$ cat config.mk
export PLATFORM = sky130hd
export DESIGN_NAME = flash_update_top
export DESIGN_NICKNAME = d
export VERILOG_FILES = /design/src/verilog/flash_pkg.sv /design/src/verilog/flash_update_top.sv /design/src/verilog/flash_write_engine.sv /design/src/verilog/flash_read_engine.sv /design/src/verilog/flash_cmd_ctrl.sv /design/src/verilog/byte_ram.sv
export SDC_FILE = /design/constraint.sdc
export NUM_CORES = 2
export LEC_CHECK = 0
export BUFFER_PORTS_ARGS = -buffer_cell sky130_fd_sc_hd__clkbuf_2
export CORE_MARGIN = 5
export CORE_UTILIZATION = 45
export DETAILED_ROUTE_END_ITERATION = 6
export HOLD_SLACK_MARGIN = 0.03
export PLACE_DENSITY_LB_ADDON = 0.12
export SETUP_SLACK_MARGIN = 0.3
export SLEW_MARGIN = 20
export SYNTH_ARGS = -nofsm -noshare
export SYNTH_HDL_FRONTEND = slang
export SYNTH_SLANG_ARGS = --single-unit
$ cat constraint.sdc
create_clock -name clk_20 -period 10.8 [get_ports clk_20]
set_clock_uncertainty 0.15 [all_clocks]
set_input_delay 2.16 -clock clk_20 [delete_from_list [all_inputs] [get_ports clk_20]]
set_output_delay 2.16 -clock clk_20 [all_outputs]
set_load 0.03 [all_outputs]
$ cat src/verilog/flash_pkg.sv
/*
 * flash update helper shared definitions
 * widths, host command codes, write FSM states and flash controller structs
 */
package flash_pkg;

	typedef logic [7:0]  byte_t;       // one data byte
	typedef logic [7:0]  buf_addr_t;   // index into a 256 byte buffer
	typedef logic [31:0] flash_addr_t; // flash byte address

	localparam int PAGE_BYTES = 128; // bytes shifted per page write
	localparam int BUSY_DELAY = 4;   // busy delay stages before edge detect

	// host control byte codes
	typedef enum logic [7:0] {
		CMD_IDLE       = 8'h00,
		CMD_READ       = 8'h09,
		CMD_WRITE      = 8'h0A,
		CMD_EXT_ADDR   = 8'h0B,
		CMD_ERASE      = 8'h0C,
		CMD_LOAD       = 8'h0D,
		CMD_BUSY_CLEAR = 8'h0E
	} cmd_t;

	// page write sequencer, three states per byte then done
	typedef enum logic [1:0] {
		WR_SETTLE,  // buffer address settles, port b read in flight
		WR_SHIFT,   // byte on datain, shift_bytes high
		WR_ADVANCE, // step to next byte or finish
		WR_DONE     // page shifted in, hold write trigger
	} wr_state_t;

	// to the serial flash controller
	typedef struct packed {
		logic        read;         // start read, one cycle
		logic        rden;         // read enable, held for whole read
		logic        write;        // page program, one cycle
		logic        shift_bytes;  // load datain into page buffer
		logic        sector_erase; // one cycle
		logic        wren;         // write enable for any modifying op
		logic        en4b_addr;    // enter 4 byte addressing, one cycle
		flash_addr_t addr;
		byte_t       datain;       // already bit reversed
	} flash_ctrl_t;

	// from the serial flash controller
	typedef struct packed {
		byte_t dataout;       // flash bit order
		logic  busy;
		logic  data_valid;    // one cycle per read byte
		logic  illegal_write;
		logic  illegal_erase;
	} flash_resp_t;

	// host status word, msb first
	typedef struct packed {
		byte_t wbuf_byte;   // write buffer readback at load_addr
		byte_t last_index;
		byte_t addr_mid;    // flash_addr[15:8]
		logic  load_active;
		logic  read_active;
		logic  busy_fe;
		logic  busy_re;
		logic  illegal_erase;
		logic  illegal_write;
		logic  dv_seen;
		logic  busy;        // delayed busy
	} status_t;

endpackage
$ cat src/verilog/flash_update_top.sv
/*
 * flash update helper top level
 * sits between host registers and an external serial flash controller in one clock domain
 */
`timescale 1ns/100ps

module flash_update_top import flash_pkg::*; (
	input  logic        clk_20,
	input  logic        reset,
	input  cmd_t        cmd,
	input  flash_addr_t flash_addr,
	input  buf_addr_t   last_index, // last read buffer address
	input  buf_addr_t   load_addr,  // write buffer load and readback address
	input  byte_t       load_data,
	input  logic        load_we,    // honoured only under CMD_LOAD
	input  buf_addr_t   rd_addr,    // read buffer address
	output byte_t       rd_data,
	output status_t     status,
	output flash_ctrl_t flash_ctrl,
	input  flash_resp_t flash_resp
);

	flash_addr_t addr_q;
	buf_addr_t   last_q;
	logic        cmd_read, cmd_write, cmd_load;
	logic        write_strobe, erase_strobe, en4b_strobe;
	logic        wren, busy, busy_re, busy_fe;
	logic        write_trigger, shift_bytes;
	logic        read_pulse, rden, read_active, dv_seen;
	buf_addr_t   rbuf_addr, wbuf_addr;
	byte_t       rbuf_data, wbuf_q, wbuf_byte, wr_datain;
	logic        rbuf_we;

	always_ff @(posedge clk_20) begin
		addr_q <= flash_addr;
		last_q <= last_index;
	end

	flash_cmd_ctrl u_cmd_ctrl (
		.clk_20, .reset, .cmd, .busy_raw(flash_resp.busy),
		.cmd_read, .cmd_write, .cmd_load, .write_trigger, .shift_bytes,
		.read_strobe(), .write_strobe, .erase_strobe, .en4b_strobe,
		.wren, .busy, .busy_re, .busy_fe
	);

	flash_read_engine u_read_engine (
		.clk_20, .reset, .cmd_read, .busy, .last_index(last_q), .resp(flash_resp),
		.read(read_pulse), .rden, .buf_addr(rbuf_addr), .buf_data(rbuf_data),
		.buf_we(rbuf_we), .read_active, .dv_seen
	);

	flash_write_engine u_write_engine (
		.clk_20, .reset, .cmd_write, .wbuf_q, .wbuf_addr,
		.shift_bytes, .write_trigger, .datain(wr_datain)
	);

	// engine fills port a and host reads port b
	byte_ram u_read_buf (
		.clk_20, .a_addr(rbuf_addr), .a_data(rbuf_data), .a_we(rbuf_we), .a_q(),
		.b_addr(rd_addr), .b_q(rd_data)
	);

	// host loads and reads back on port a while the sequencer reads port b
	byte_ram u_write_buf (
		.clk_20, .a_addr(load_addr), .a_data(load_data), .a_we(load_we && cmd_load),
		.a_q(wbuf_byte), .b_addr(wbuf_addr), .b_q(wbuf_q)
	);

	// ==================================================================
	// flash controller and status
	// ==================================================================
	assign flash_ctrl.read         = read_pulse;
	assign flash_ctrl.rden         = rden;
	assign flash_ctrl.write        = write_strobe;
	assign flash_ctrl.shift_bytes  = shift_bytes;
	assign flash_ctrl.sector_erase = erase_strobe;
	assign flash_ctrl.wren         = wren;
	assign flash_ctrl.en4b_addr    = en4b_strobe;
	assign flash_ctrl.addr         = addr_q;
	assign flash_ctrl.datain       = wr_datain;

	assign status = '{wbuf_byte: wbuf_byte, last_index: last_q, addr_mid: addr_q[15:8],
		load_active: cmd_load, read_active: read_active, busy_fe: busy_fe,
		busy_re: busy_re, illegal_erase: flash_resp.illegal_erase,
		illegal_write: flash_resp.illegal_write, dv_seen: dv_seen, busy: busy};

endmodule

$ cat src/verilog/flash_write_engine.sv
/*
 * flash_write_engine: page write sequencer
 * shifts PAGE_BYTES buffered bytes, bit reversed, into the flash controller,
 * three cycles per byte, then holds WR_DONE to trigger the page program
 */
`timescale 1ns/100ps

module flash_write_engine import flash_pkg::*; (
	input  logic      clk_20,
	input  logic      reset,
	input  logic      cmd_write,     // low holds the sequencer idle
	input  byte_t     wbuf_q,        // write buffer port b data
	output buf_addr_t wbuf_addr,     // write buffer port b address
	output logic      shift_bytes,
	output logic      write_trigger,
	output byte_t     datain
);

	wr_state_t state, state_nxt;
	buf_addr_t wr_cnt;    // byte being shifted
	logic      last_byte;

	assign last_byte = (wr_cnt == buf_addr_t'(PAGE_BYTES - 1));

	// ==================================================================
	// next state
	// ==================================================================
	always_comb begin
		state_nxt = state;
		case (state)
			WR_SETTLE:  state_nxt = WR_SHIFT;   // port b read completes
			WR_SHIFT:   state_nxt = WR_ADVANCE;
			WR_ADVANCE: begin
				if (last_byte) begin
					state_nxt = WR_DONE;
				end else begin
					state_nxt = WR_SETTLE;
				end
			end
			default:    state_nxt = WR_DONE;    // leave only when cmd_write drops
		endcase
	end

	always_ff @(posedge clk_20) begin
		if (reset || !cmd_write) begin
			state  <= WR_SETTLE;
			wr_cnt <= '0;
		end else begin
			state <= state_nxt;
			if (state == WR_ADVANCE && !last_byte) begin
				wr_cnt <= wr_cnt + 8'd1;
			end
		end
	end

	// ==================================================================
	// outputs
	// ==================================================================
	assign wbuf_addr     = wr_cnt;
	assign shift_bytes   = (state == WR_SHIFT);
	assign write_trigger = (state == WR_DONE);  // edge detected into the write strobe
	assign datain        = {<<{wbuf_q}};        // flash takes bytes lsb first

endmodule

$ cat src/verilog/flash_read_engine.sv
/*
 * flash_read_engine: reads a block of flash into the read buffer
 * bytes are bit reversed on capture; the controller spaces data_valid
 * at least 3 cycles apart and stops streaming once rden falls
 */
`timescale 1ns/100ps

module flash_read_engine import flash_pkg::*; (
	input  logic        clk_20,
	input  logic        reset,
	input  logic        cmd_read,    // low holds the engine in reset
	input  logic        busy,        // delayed busy
	input  buf_addr_t   last_index,  // last buffer address to fill
	input  flash_resp_t resp,
	output logic        read,        // one cycle start pulse
	output logic        rden,
	output buf_addr_t   buf_addr,
	output byte_t       buf_data,
	output logic        buf_we,
	output logic        read_active,
	output logic        dv_seen
);

	logic [8:0] addr_cnt; // spare msb so last_index 255 can be passed
	logic       dv_q;     // data_valid, byte now held in dout_rev
	logic       dv_q2;    // one more cycle, time to advance
	logic       in_range;
	logic       start_ok;
	byte_t      dout_rev;

	assign in_range = (addr_cnt <= {1'b0, last_index});
	assign start_ok = !busy || rden; // wait for idle flash only at the start

	// ==================================================================
	// control
	// ==================================================================
	always_ff @(posedge clk_20) begin
		if (reset || !cmd_read) begin
			addr_cnt <= '0;
			rden     <= 1'b0;
			read     <= 1'b0;
			dv_q     <= 1'b0;
			dv_q2    <= 1'b0;
		end else begin
			rden  <= start_ok && in_range;
			read  <= start_ok && in_range && !rden; // first cycle of rden only
			dv_q  <= resp.data_valid;
			dv_q2 <= dv_q;
			if (dv_q2 && in_range) begin
				addr_cnt <= addr_cnt + 9'd1; // two cycles after data_valid
			end
		end
	end

	// flash stores bytes lsb first
	always_ff @(posedge clk_20) begin
		if (resp.data_valid) begin
			dout_rev <= {<<{resp.dataout}};
		end
	end

	assign buf_addr    = addr_cnt[7:0];
	assign buf_data    = dout_rev;
	assign buf_we      = rden && dv_q;   // write the cycle after data_valid
	assign read_active = rden;
	assign dv_seen     = dv_q;

	// rden drops before a late byte could land past the block
	a_we_in_range: assert property (@(posedge clk_20) disable iff (reset)
		buf_we |-> (!addr_cnt[8] && buf_addr <= last_index));

endmodule

$ cat src/verilog/flash_cmd_ctrl.sv
/*
 * flash_cmd_ctrl: registers and decodes the host command byte
 * makes the one cycle strobes for the flash controller, delays busy
 * and keeps the sticky busy edge flags
 */
`timescale 1ns/100ps

module flash_cmd_ctrl import flash_pkg::*; (
	input  logic clk_20,
	input  logic reset,
	input  cmd_t cmd,
	input  logic busy_raw,      // straight from the flash controller
	output logic cmd_read,      // level decodes of the registered command
	output logic cmd_write,
	output logic cmd_load,
	input  logic write_trigger, // write sequencer sitting in WR_DONE
	input  logic shift_bytes,
	output logic read_strobe,
	output logic write_strobe,
	output logic erase_strobe,
	output logic en4b_strobe,
	output logic wren,
	output logic busy,          // busy_raw BUSY_DELAY+1 cycles later
	output logic busy_re,       // sticky
	output logic busy_fe        // sticky, only after busy_re
);

	cmd_t                  cmd_q;
	logic                  busy_clear;
	logic [1:0]            rd_gen, wr_gen, er_gen, ext_gen, busy_gen; // edge shifters
	logic [BUSY_DELAY-1:0] busy_dly;

	// ==================================================================
	// command decode
	// ==================================================================
	assign cmd_read   = (cmd_q == CMD_READ);
	assign cmd_write  = (cmd_q == CMD_WRITE);
	assign cmd_load   = (cmd_q == CMD_LOAD);
	assign busy_clear = (cmd_q == CMD_BUSY_CLEAR);

	always_ff @(posedge clk_20) begin
		if (reset) begin
			cmd_q    <= CMD_IDLE;
			rd_gen   <= '0;
			wr_gen   <= '0;
			er_gen   <= '0;
			ext_gen  <= '0;
			busy_gen <= '0;
			busy_dly <= '0;
			busy     <= 1'b0;
		end else begin
			cmd_q    <= cmd;
			rd_gen   <= {rd_gen[0], cmd_read};
			wr_gen   <= {wr_gen[0], write_trigger}; // page program once the buffer is shifted in
			er_gen   <= {er_gen[0], cmd_q == CMD_ERASE};
			ext_gen  <= {ext_gen[0], cmd_q == CMD_EXT_ADDR};
			busy_dly <= {busy_dly[BUSY_DELAY-2:0], busy_raw};
			busy     <= busy_dly[BUSY_DELAY-1]; // controller wants a few idle cycles after busy
			busy_gen <= {busy_gen[0], busy};
		end
	end

	// rising edges only, two cycles after the command lands
	assign read_strobe  = (rd_gen == 2'b01);
	assign write_strobe = (wr_gen == 2'b01);
	assign erase_strobe = (er_gen == 2'b01);
	assign en4b_strobe  = (ext_gen == 2'b01);
	assign wren         = write_strobe | erase_strobe | en4b_strobe | shift_bytes;

	// ==================================================================
	// sticky busy edge flags, short busy pulses are easy to miss
	// ==================================================================
	always_ff @(posedge clk_20) begin
		if (reset || busy_clear) begin
			busy_re <= 1'b0;
			busy_fe <= 1'b0;
		end else begin
			if (busy_gen == 2'b01) begin
				busy_re <= 1'b1;
			end
			if (busy_re && busy_gen[1:0] inside {2'b10, 2'b00}) begin
				busy_fe <= 1'b1; // busy gone low after a seen rise
			end
		end
	end

	// read command and page write sequencer never overlap
	a_rd_wr_excl: assert property (@(posedge clk_20) disable iff (reset)
		!(read_strobe && write_strobe));

endmodule

$ cat src/verilog/byte_ram.sv
/*
 * byte_ram: 256 x 8 buffer memory
 * port a is synchronous read/write (read-first), port b is registered read only
 */
`timescale 1ns/100ps

module byte_ram import flash_pkg::*; (
	input  logic      clk_20,
	input  buf_addr_t a_addr,
	input  byte_t     a_data,
	input  logic      a_we,
	output byte_t     a_q,
	input  buf_addr_t b_addr,
	output byte_t     b_q
);

	byte_t mem [2**$bits(buf_addr_t)]; // one entry per buffer address

	always_ff @(posedge clk_20) begin
		if (a_we) begin
			mem[a_addr] <= a_data;
		end
		a_q <= mem[a_addr]; // old data on a write to the same address
		b_q <= mem[b_addr]; // valid one cycle after b_addr
	end

endmodule

# [Word-level counts from Yosys, hierarchy flattened]
# Memories as Yosys holds them, arrays and structs flattened. A register that Yosys moved wholly into a read port is not among the register bits.
# Index checks and enable logic that the tools add are counted.
[word_totals] wordCells=67 ram_bits=4096 regBits=94 memories=2 out_inout_bits=87
[op_classes] bitwise_logic=3 order_cmp=1 n_eq_ne=15 n_mux=6 add_sub_neg=2 reduce_logical=19
[memory_table] memory="u_read_buf.mem" depth=256 word_bits=8 read_ports=1 rd_clocked_by_memory_dff=1 wr=1 line_no="byte_ram.sv:17" rtl="byte_t mem [2**$bits(buf_addr_t)];"
[memory_table] memory="u_write_buf.mem" depth=256 word_bits=8 read_ports=2 rd_clocked_by_memory_dff=2 wr=1 line_no="byte_ram.sv:17"
[ops] cell="equality test 8 x 4 -> 1 bit (second input constant)" n=6
[ops] cell="equality test 2 x 1 -> 1 bit (second input constant)" n=5
[ops] cell="adder 9 x 1 -> 9 bit (second input constant)" n=1
[ops] cell="less-or-equal comparator 9 x 8 -> 1 bit" n=1
[ops] cell="adder 8 x 1 -> 8 bit (second input constant)" n=1
[ops] cell="equality test 8 x 7 -> 1 bit (second input constant)" n=1
[ops] cell="logical AND 1 bit" n=7
[ops] cell="equality test 2 bit (second input constant)" n=3
[ops] cell="case mux 2 bit (3 select lines)" n=1
[ops] cell="logical NOT 1 bit" n=5
[ops] cell="logical NOT 2 bit" n=2
[ops] cell="logical OR 1 bit" n=4
[ops] cell="2-to-1 mux 1 bit" n=4
[ops] cell="OR 1 bit" n=3
[ops] cell="2-to-1 mux 2 bit" n=1
[ops] cell="nonzero test 2 bit" n=1

# [Depth between registers and ports, before layout]
[depth] depth_word=4 mapped_depth=14 mapped_depth_nobuf=9

# [By module]
# From an unflattened synthesis, not the netlist that was laid out.
[unflattened] hier_cells=9949 hier_area_um2=195837.8
[by_module_without_submodules] module="byte_ram" instances=2 cells_each=4820 seq_area_each_um2=61819.3 area_per_inst_um2=96204.8
[by_module_without_submodules] module="flash_read_engine" instances=1 cells_each=108 seq_area_each_um2=500.5 area_per_inst_um2=1071.0
[by_module_without_submodules] module="flash_update_top" instances=1 cells_each=64 seq_area_each_um2=800.8 area_per_inst_um2=979.7
[by_module_without_submodules] module="flash_cmd_ctrl" instances=1 cells_each=72 seq_area_each_um2=500.5 area_per_inst_um2=802.0
[by_module_without_submodules] module="flash_write_engine" instances=1 cells_each=65 seq_area_each_um2=200.2 area_per_inst_um2=575.6

# [Worst setup path before layout]
# Ideal clock, no wire load.
[synth_timing] kind="input to register" startpoint="in load_addr[0]" endpoint="mem u_write_buf.mem[224][0] in the netlist's numbering, enable pin" path_buffers=7 arrival_time_ps=4437 setup_time_ps=383 cell_stages=10 path_slack_ps=5829 path_cell_list="buf_6 buf_6 buf_6 buf_4 buf_4 buf_4 buf_4 nor2_1 nand3_1 nor3_1"
[synth_rtl] element="start: declaration" line_no="flash_update_top.sv:13" rtl="input buf_addr_t load_addr,"
[synth_rtl] element="end: declaration" line_no="byte_ram.sv:17"
# No word-level cell before the write port.

# [Worst setup path after layout]
[layout_timing] startpoint="in load_addr[0]" endpoint="mem u_write_buf.mem[67][5] in the netlist's numbering, enable pin"
# No word-level cell before the write port.

==> results.cfg <==
[synthesis]
synth.yosys.seq_area_share = 0.703
syn_area_sq_um = 178000
mean_cell_area_of_the_mapped_netlist_sq_um = 20.2
yosysUniqueCellTypes = 82
synthesis.nets = 8943
ys_seq_elements = 4214
synth-main-ff-cell = sky130_fd_sc_hd__edfxtp_1
post_syn_instances = 8843
ys_warn_count = 0
synth_edf_count = 4104
synth_async_sr_flop_share = 0

[setup_path]
highest_fanout_seen_on_the_critical_path = 52
timing.critical_path.from = load_addr[0]
setup.worst_path.class = in -> reg
setup.reg_to_reg.worst_slack_ns = 5.21
required_time_at_the_worst_slack_endpoint_ns = 11.24
worstSetupEndpointType = flip-flop
worstPathArrival_ns = 6.73
startpoint_kind_of_the_worst_setup_timing_path = input pin
timing.rr.start = u_write_engine.wbuf_addr[0]

[sta]
timing_hold_violations_final = 0
period_minus_slack_ns = 6.29
least_margin_pin_slew_ns = 1.30
final.setup.tns_ns = 0
layout_worst_path_cycle_share = 0.582
rsz0062_at_grt = no
maxSlewViolCount = 0
hold_slack_ns = 0.272
timing.final.ws_setup_ns = 4.51
finalSetupViolations = 0
fmaxAchievable_mhz = 159
worst_slew_margin_rel = 0.127

[global_route]
grt_overflow_total = 0
grt_max_degree = 201
grt_antenna_before_repair = 30
via_count_of_the_first_global_routing_pass = 97095
wire_length_of_the_first_global_routing_pass_mm = 784
track_usage = 0.272

[power_and_ir_drop]
pwr-share-seq = 0.515
p_per_area_nw_per_um2 = 176
power_frac_clock = 0.438
switching_power_mw = 7.64
power_report.internal_total_mw = 27.4
switching_share = 0.218
vdd_ir_drop_max_mv = 0.149
combinationalPowerShare = 0.047
cellLeakagePower_nw = 60.4

[cells_and_area]
number_of_standard_cells_in_the_layout_taps_in_and_fillers_out = 14681
mostFrequentLayoutCell = sky130_fd_sc_hd__edfxtp_1
layout-area-overhead-vs-synth_pct = 11.8
layout.cells.most_common_list = 4104 x sky130_fd_sc_hd__edfxtp_1, 1506 x sky130_fd_sc_hd__mux4_2, 603 x sky130_fd_sc_hd__nor2_1
finalNetCount = 9146
fill_cells = 31578
final_layout_size_suffix_gt1_frac = 0.282

[placement]
numPortBuffers = 169
dpl.cell_count = 13842
place_congestion = 0.920
post_dp_hpwl_mm = 355
dp_worst_setup_slack_ns = 3.64

[worst_hold_path]
hp-class = reg -> reg
hp-start = u_cmd_ctrl.busy_dly[2]

[clock_tree]
clk_path_buf_depth = 4
h_tree_level_count = 5
clkTransAtPathRegs_ns = 0.06
clock_insertion_delay_worst_skew_ns = 0.98
post_cts.repair.setup_buffers = 0
ctsRootBufferMaster = sky130_fd_sc_hd__clkbuf_16
cts_hold_buffers = 0
cts_made_buffers = 441
tritoncts_num_sinks = 4214
cts-resized-gates = 0
tritoncts = built

[routing]
drtIter0Drc = 12727
route.final.wire_length_mm = 565
detailedRoute.firstPassIterationCount = 6
post-route-drc-count = 0
wl_per_cell_um = 38.5
vias = 96559
post_drt_via_cell_ratio = 6.58
routed_antenna_nets = 0

[die]
fp-row-count = 231
core-area_sq_um = 395000
ioPinCount = 174
initial_utilization = 0.451
dieWidth_um = 640
die_area_sq_um = 409000
vertical_extent_of_the_die_um = 640

[flow_run]
maxCapViolCount = 0

[run_status]
status = finished, final reports clean
[flip-flops by register name (all words and copies together), names as in the netlist, 2 cells and up]
name                      cells
u_cmd_ctrl.wr_gen             2
u_read_buf.b_q                8
u_read_engine.addr_cnt        9
u_cmd_ctrl.ext_gen            2
u_write_engine.state          2
u_read_buf.mem             2048
u_cmd_ctrl.cmd_q              8
addr_q                       32
u_cmd_ctrl.busy_gen           2
u_write_buf.a_q               8
u_write_buf.mem            2048
u_cmd_ctrl.busy_dly           4
u_read_engine.buf_data        8
last_q                        8
u_cmd_ctrl.er_gen             2
u_write_engine.wbuf_addr      8
u_write_buf.b_q               8
[power by group through the flow]
stage | clock, mW | combinational, mW | sequential [mW]
floorplan | 0 | 0.789 | 18.5
global placement | 0 | 1.63 | 18.4
detailed placement | 0 | 1.65 | 18.4
CTS | 15.6 | 1.65 | 18.1
global route | 16.3 | 1.72 | 18.0
finish | 15.4 | 1.65 | 18.1
[layer usage]
layer | vias to the layer above | global-route usage | share of wire
met1 | 51864 | 0.362 | 0.38
li1 | 38019 | - | -
met4 | 18 | 0.130 | 0.059
met2 | 5430 | 0.435 | 0.48
met5 | - | 0 | 0.00021
met3 | 1228 | 0.0541 | 0.086
[worst paths after layout]
| kind | to | depth (start not counted) |
|---|---|---|
| hold / removal | u_cmd_ctrl.busy_dly[3] | 1 |
| setup reg to reg | u_write_buf.b_q[2] | 8 |
| hold reg to reg | u_cmd_ctrl.busy_dly[3] | 1 |
| setup / recovery | u_write_buf.mem[67][5] | 6 |
[area by class of cell]
type | instances | area [sq um] | area share
flip-flops and latches | 4214 | 125000 | 0.629
multi-input cells | 3968 | 49700 | 0.249
clock buffers | 562 | 11900 | 0.0596
well taps | 5242 | 6560 | 0.0329
repair buffers | 399 | 3100 | 0.0156
clock inverters | 265 | 2630 | 0.0132
inverters | 22 | 85.1 | 0.000427
diodes | 9 | 22.5 | 0.000113
[through the flow]
step                power (mW)  utilization  instance area (sq um)
floorplan                 19.3            -                 178000
global placement          20.0        0.467                 185000
detailed placement        20.1        0.467                 185000
CTS                       35.3        0.504                 199000
global route              36.0        0.504                 199000
finish                    35.1        0.504                 199000
[Yosys cell counts, types with 6 or more instances]
cell type                   instances  area (sq um)
sky130_fd_sc_hd__edfxtp_1        4104        123000
sky130_fd_sc_hd__ha_1              13           163
sky130_fd_sc_hd__or2_2              8          50.1
sky130_fd_sc_hd__a221o_1            9          90.1
sky130_fd_sc_hd__nand3b_1           6          45.0
sky130_fd_sc_hd__a22oi_1          185          1390
sky130_fd_sc_hd__nor2b_1           68           425
sky130_fd_sc_hd__o32ai_1           12           105
sky130_fd_sc_hd__a211oi_1          29           218
sky130_fd_sc_hd__nand3_1           91           455
sky130_fd_sc_hd__a21oi_1          163           816
sky130_fd_sc_hd__mux4_2          1506         33900
sky130_fd_sc_hd__o22a_1             7          61.3
sky130_fd_sc_hd__mux2i_1          338          3380
sky130_fd_sc_hd__dfxtp_1          110          2200
sky130_fd_sc_hd__or3_1             14          87.6
sky130_fd_sc_hd__inv_1             20          75.1
sky130_fd_sc_hd__nor2_1           627          2350
sky130_fd_sc_hd__o2111ai_1         13           114
sky130_fd_sc_hd__and3_1            17           106
sky130_fd_sc_hd__nand4_1           24           150
sky130_fd_sc_hd__buf_4            111           833
sky130_fd_sc_hd__a31oi_1           31           194
sky130_fd_sc_hd__o211ai_1          15           113
sky130_fd_sc_hd__and2_1            13          81.3
sky130_fd_sc_hd__buf_6             41           462
sky130_fd_sc_hd__or4_1              8          60.1
sky130_fd_sc_hd__a2111oi_0         20           175
sky130_fd_sc_hd__buf_8              8           120
sky130_fd_sc_hd__mux2_2            32           360
sky130_fd_sc_hd__a221oi_1          71           622
sky130_fd_sc_hd__clkbuf_1         262           983
sky130_fd_sc_hd__o22ai_1           83           519
sky130_fd_sc_hd__a22o_1            36           315
sky130_fd_sc_hd__o221ai_1          34           298
sky130_fd_sc_hd__o21ai_0           93           465
sky130_fd_sc_hd__nor4_1            22           138
sky130_fd_sc_hd__mux4_1            11           289
sky130_fd_sc_hd__buf_2            171           856
sky130_fd_sc_hd__nand2b_1          27           169
sky130_fd_sc_hd__buf_1             43           161
sky130_fd_sc_hd__nand2_1          202           758
sky130_fd_sc_hd__nor3_1            62           310
[logic make-up after synthesis]
| group | after synthesis | share of synthesized area |
|---|---|---|
| XOR/XNOR | 8 | 0.000393 |
| AO/OA/AOI/OAI | 847 | 0.0330 |
| adder cells (fa/ha/maj) | 13 | 0.000911 |
| multiplexers | 1889 | 0.213 |
| buffers and inverters | 661 | 0.0198 |
| AND/OR/NAND/NOR | 1211 | 0.0301 |
| flip-flops | 4214 | 0.703 |
[critical path: stages]
cell and delay [ns]:
sky130_fd_sc_hd__buf_8 0.51, sky130_fd_sc_hd__buf_4 0.48, sky130_fd_sc_hd__buf_4 0.60, sky130_fd_sc_hd__nand3_1 0.89, sky130_fd_sc_hd__nand2b_2 0.94, sky130_fd_sc_hd__nor2_1 0.97
No activity file was read; power rests on OpenSTA's default activity.
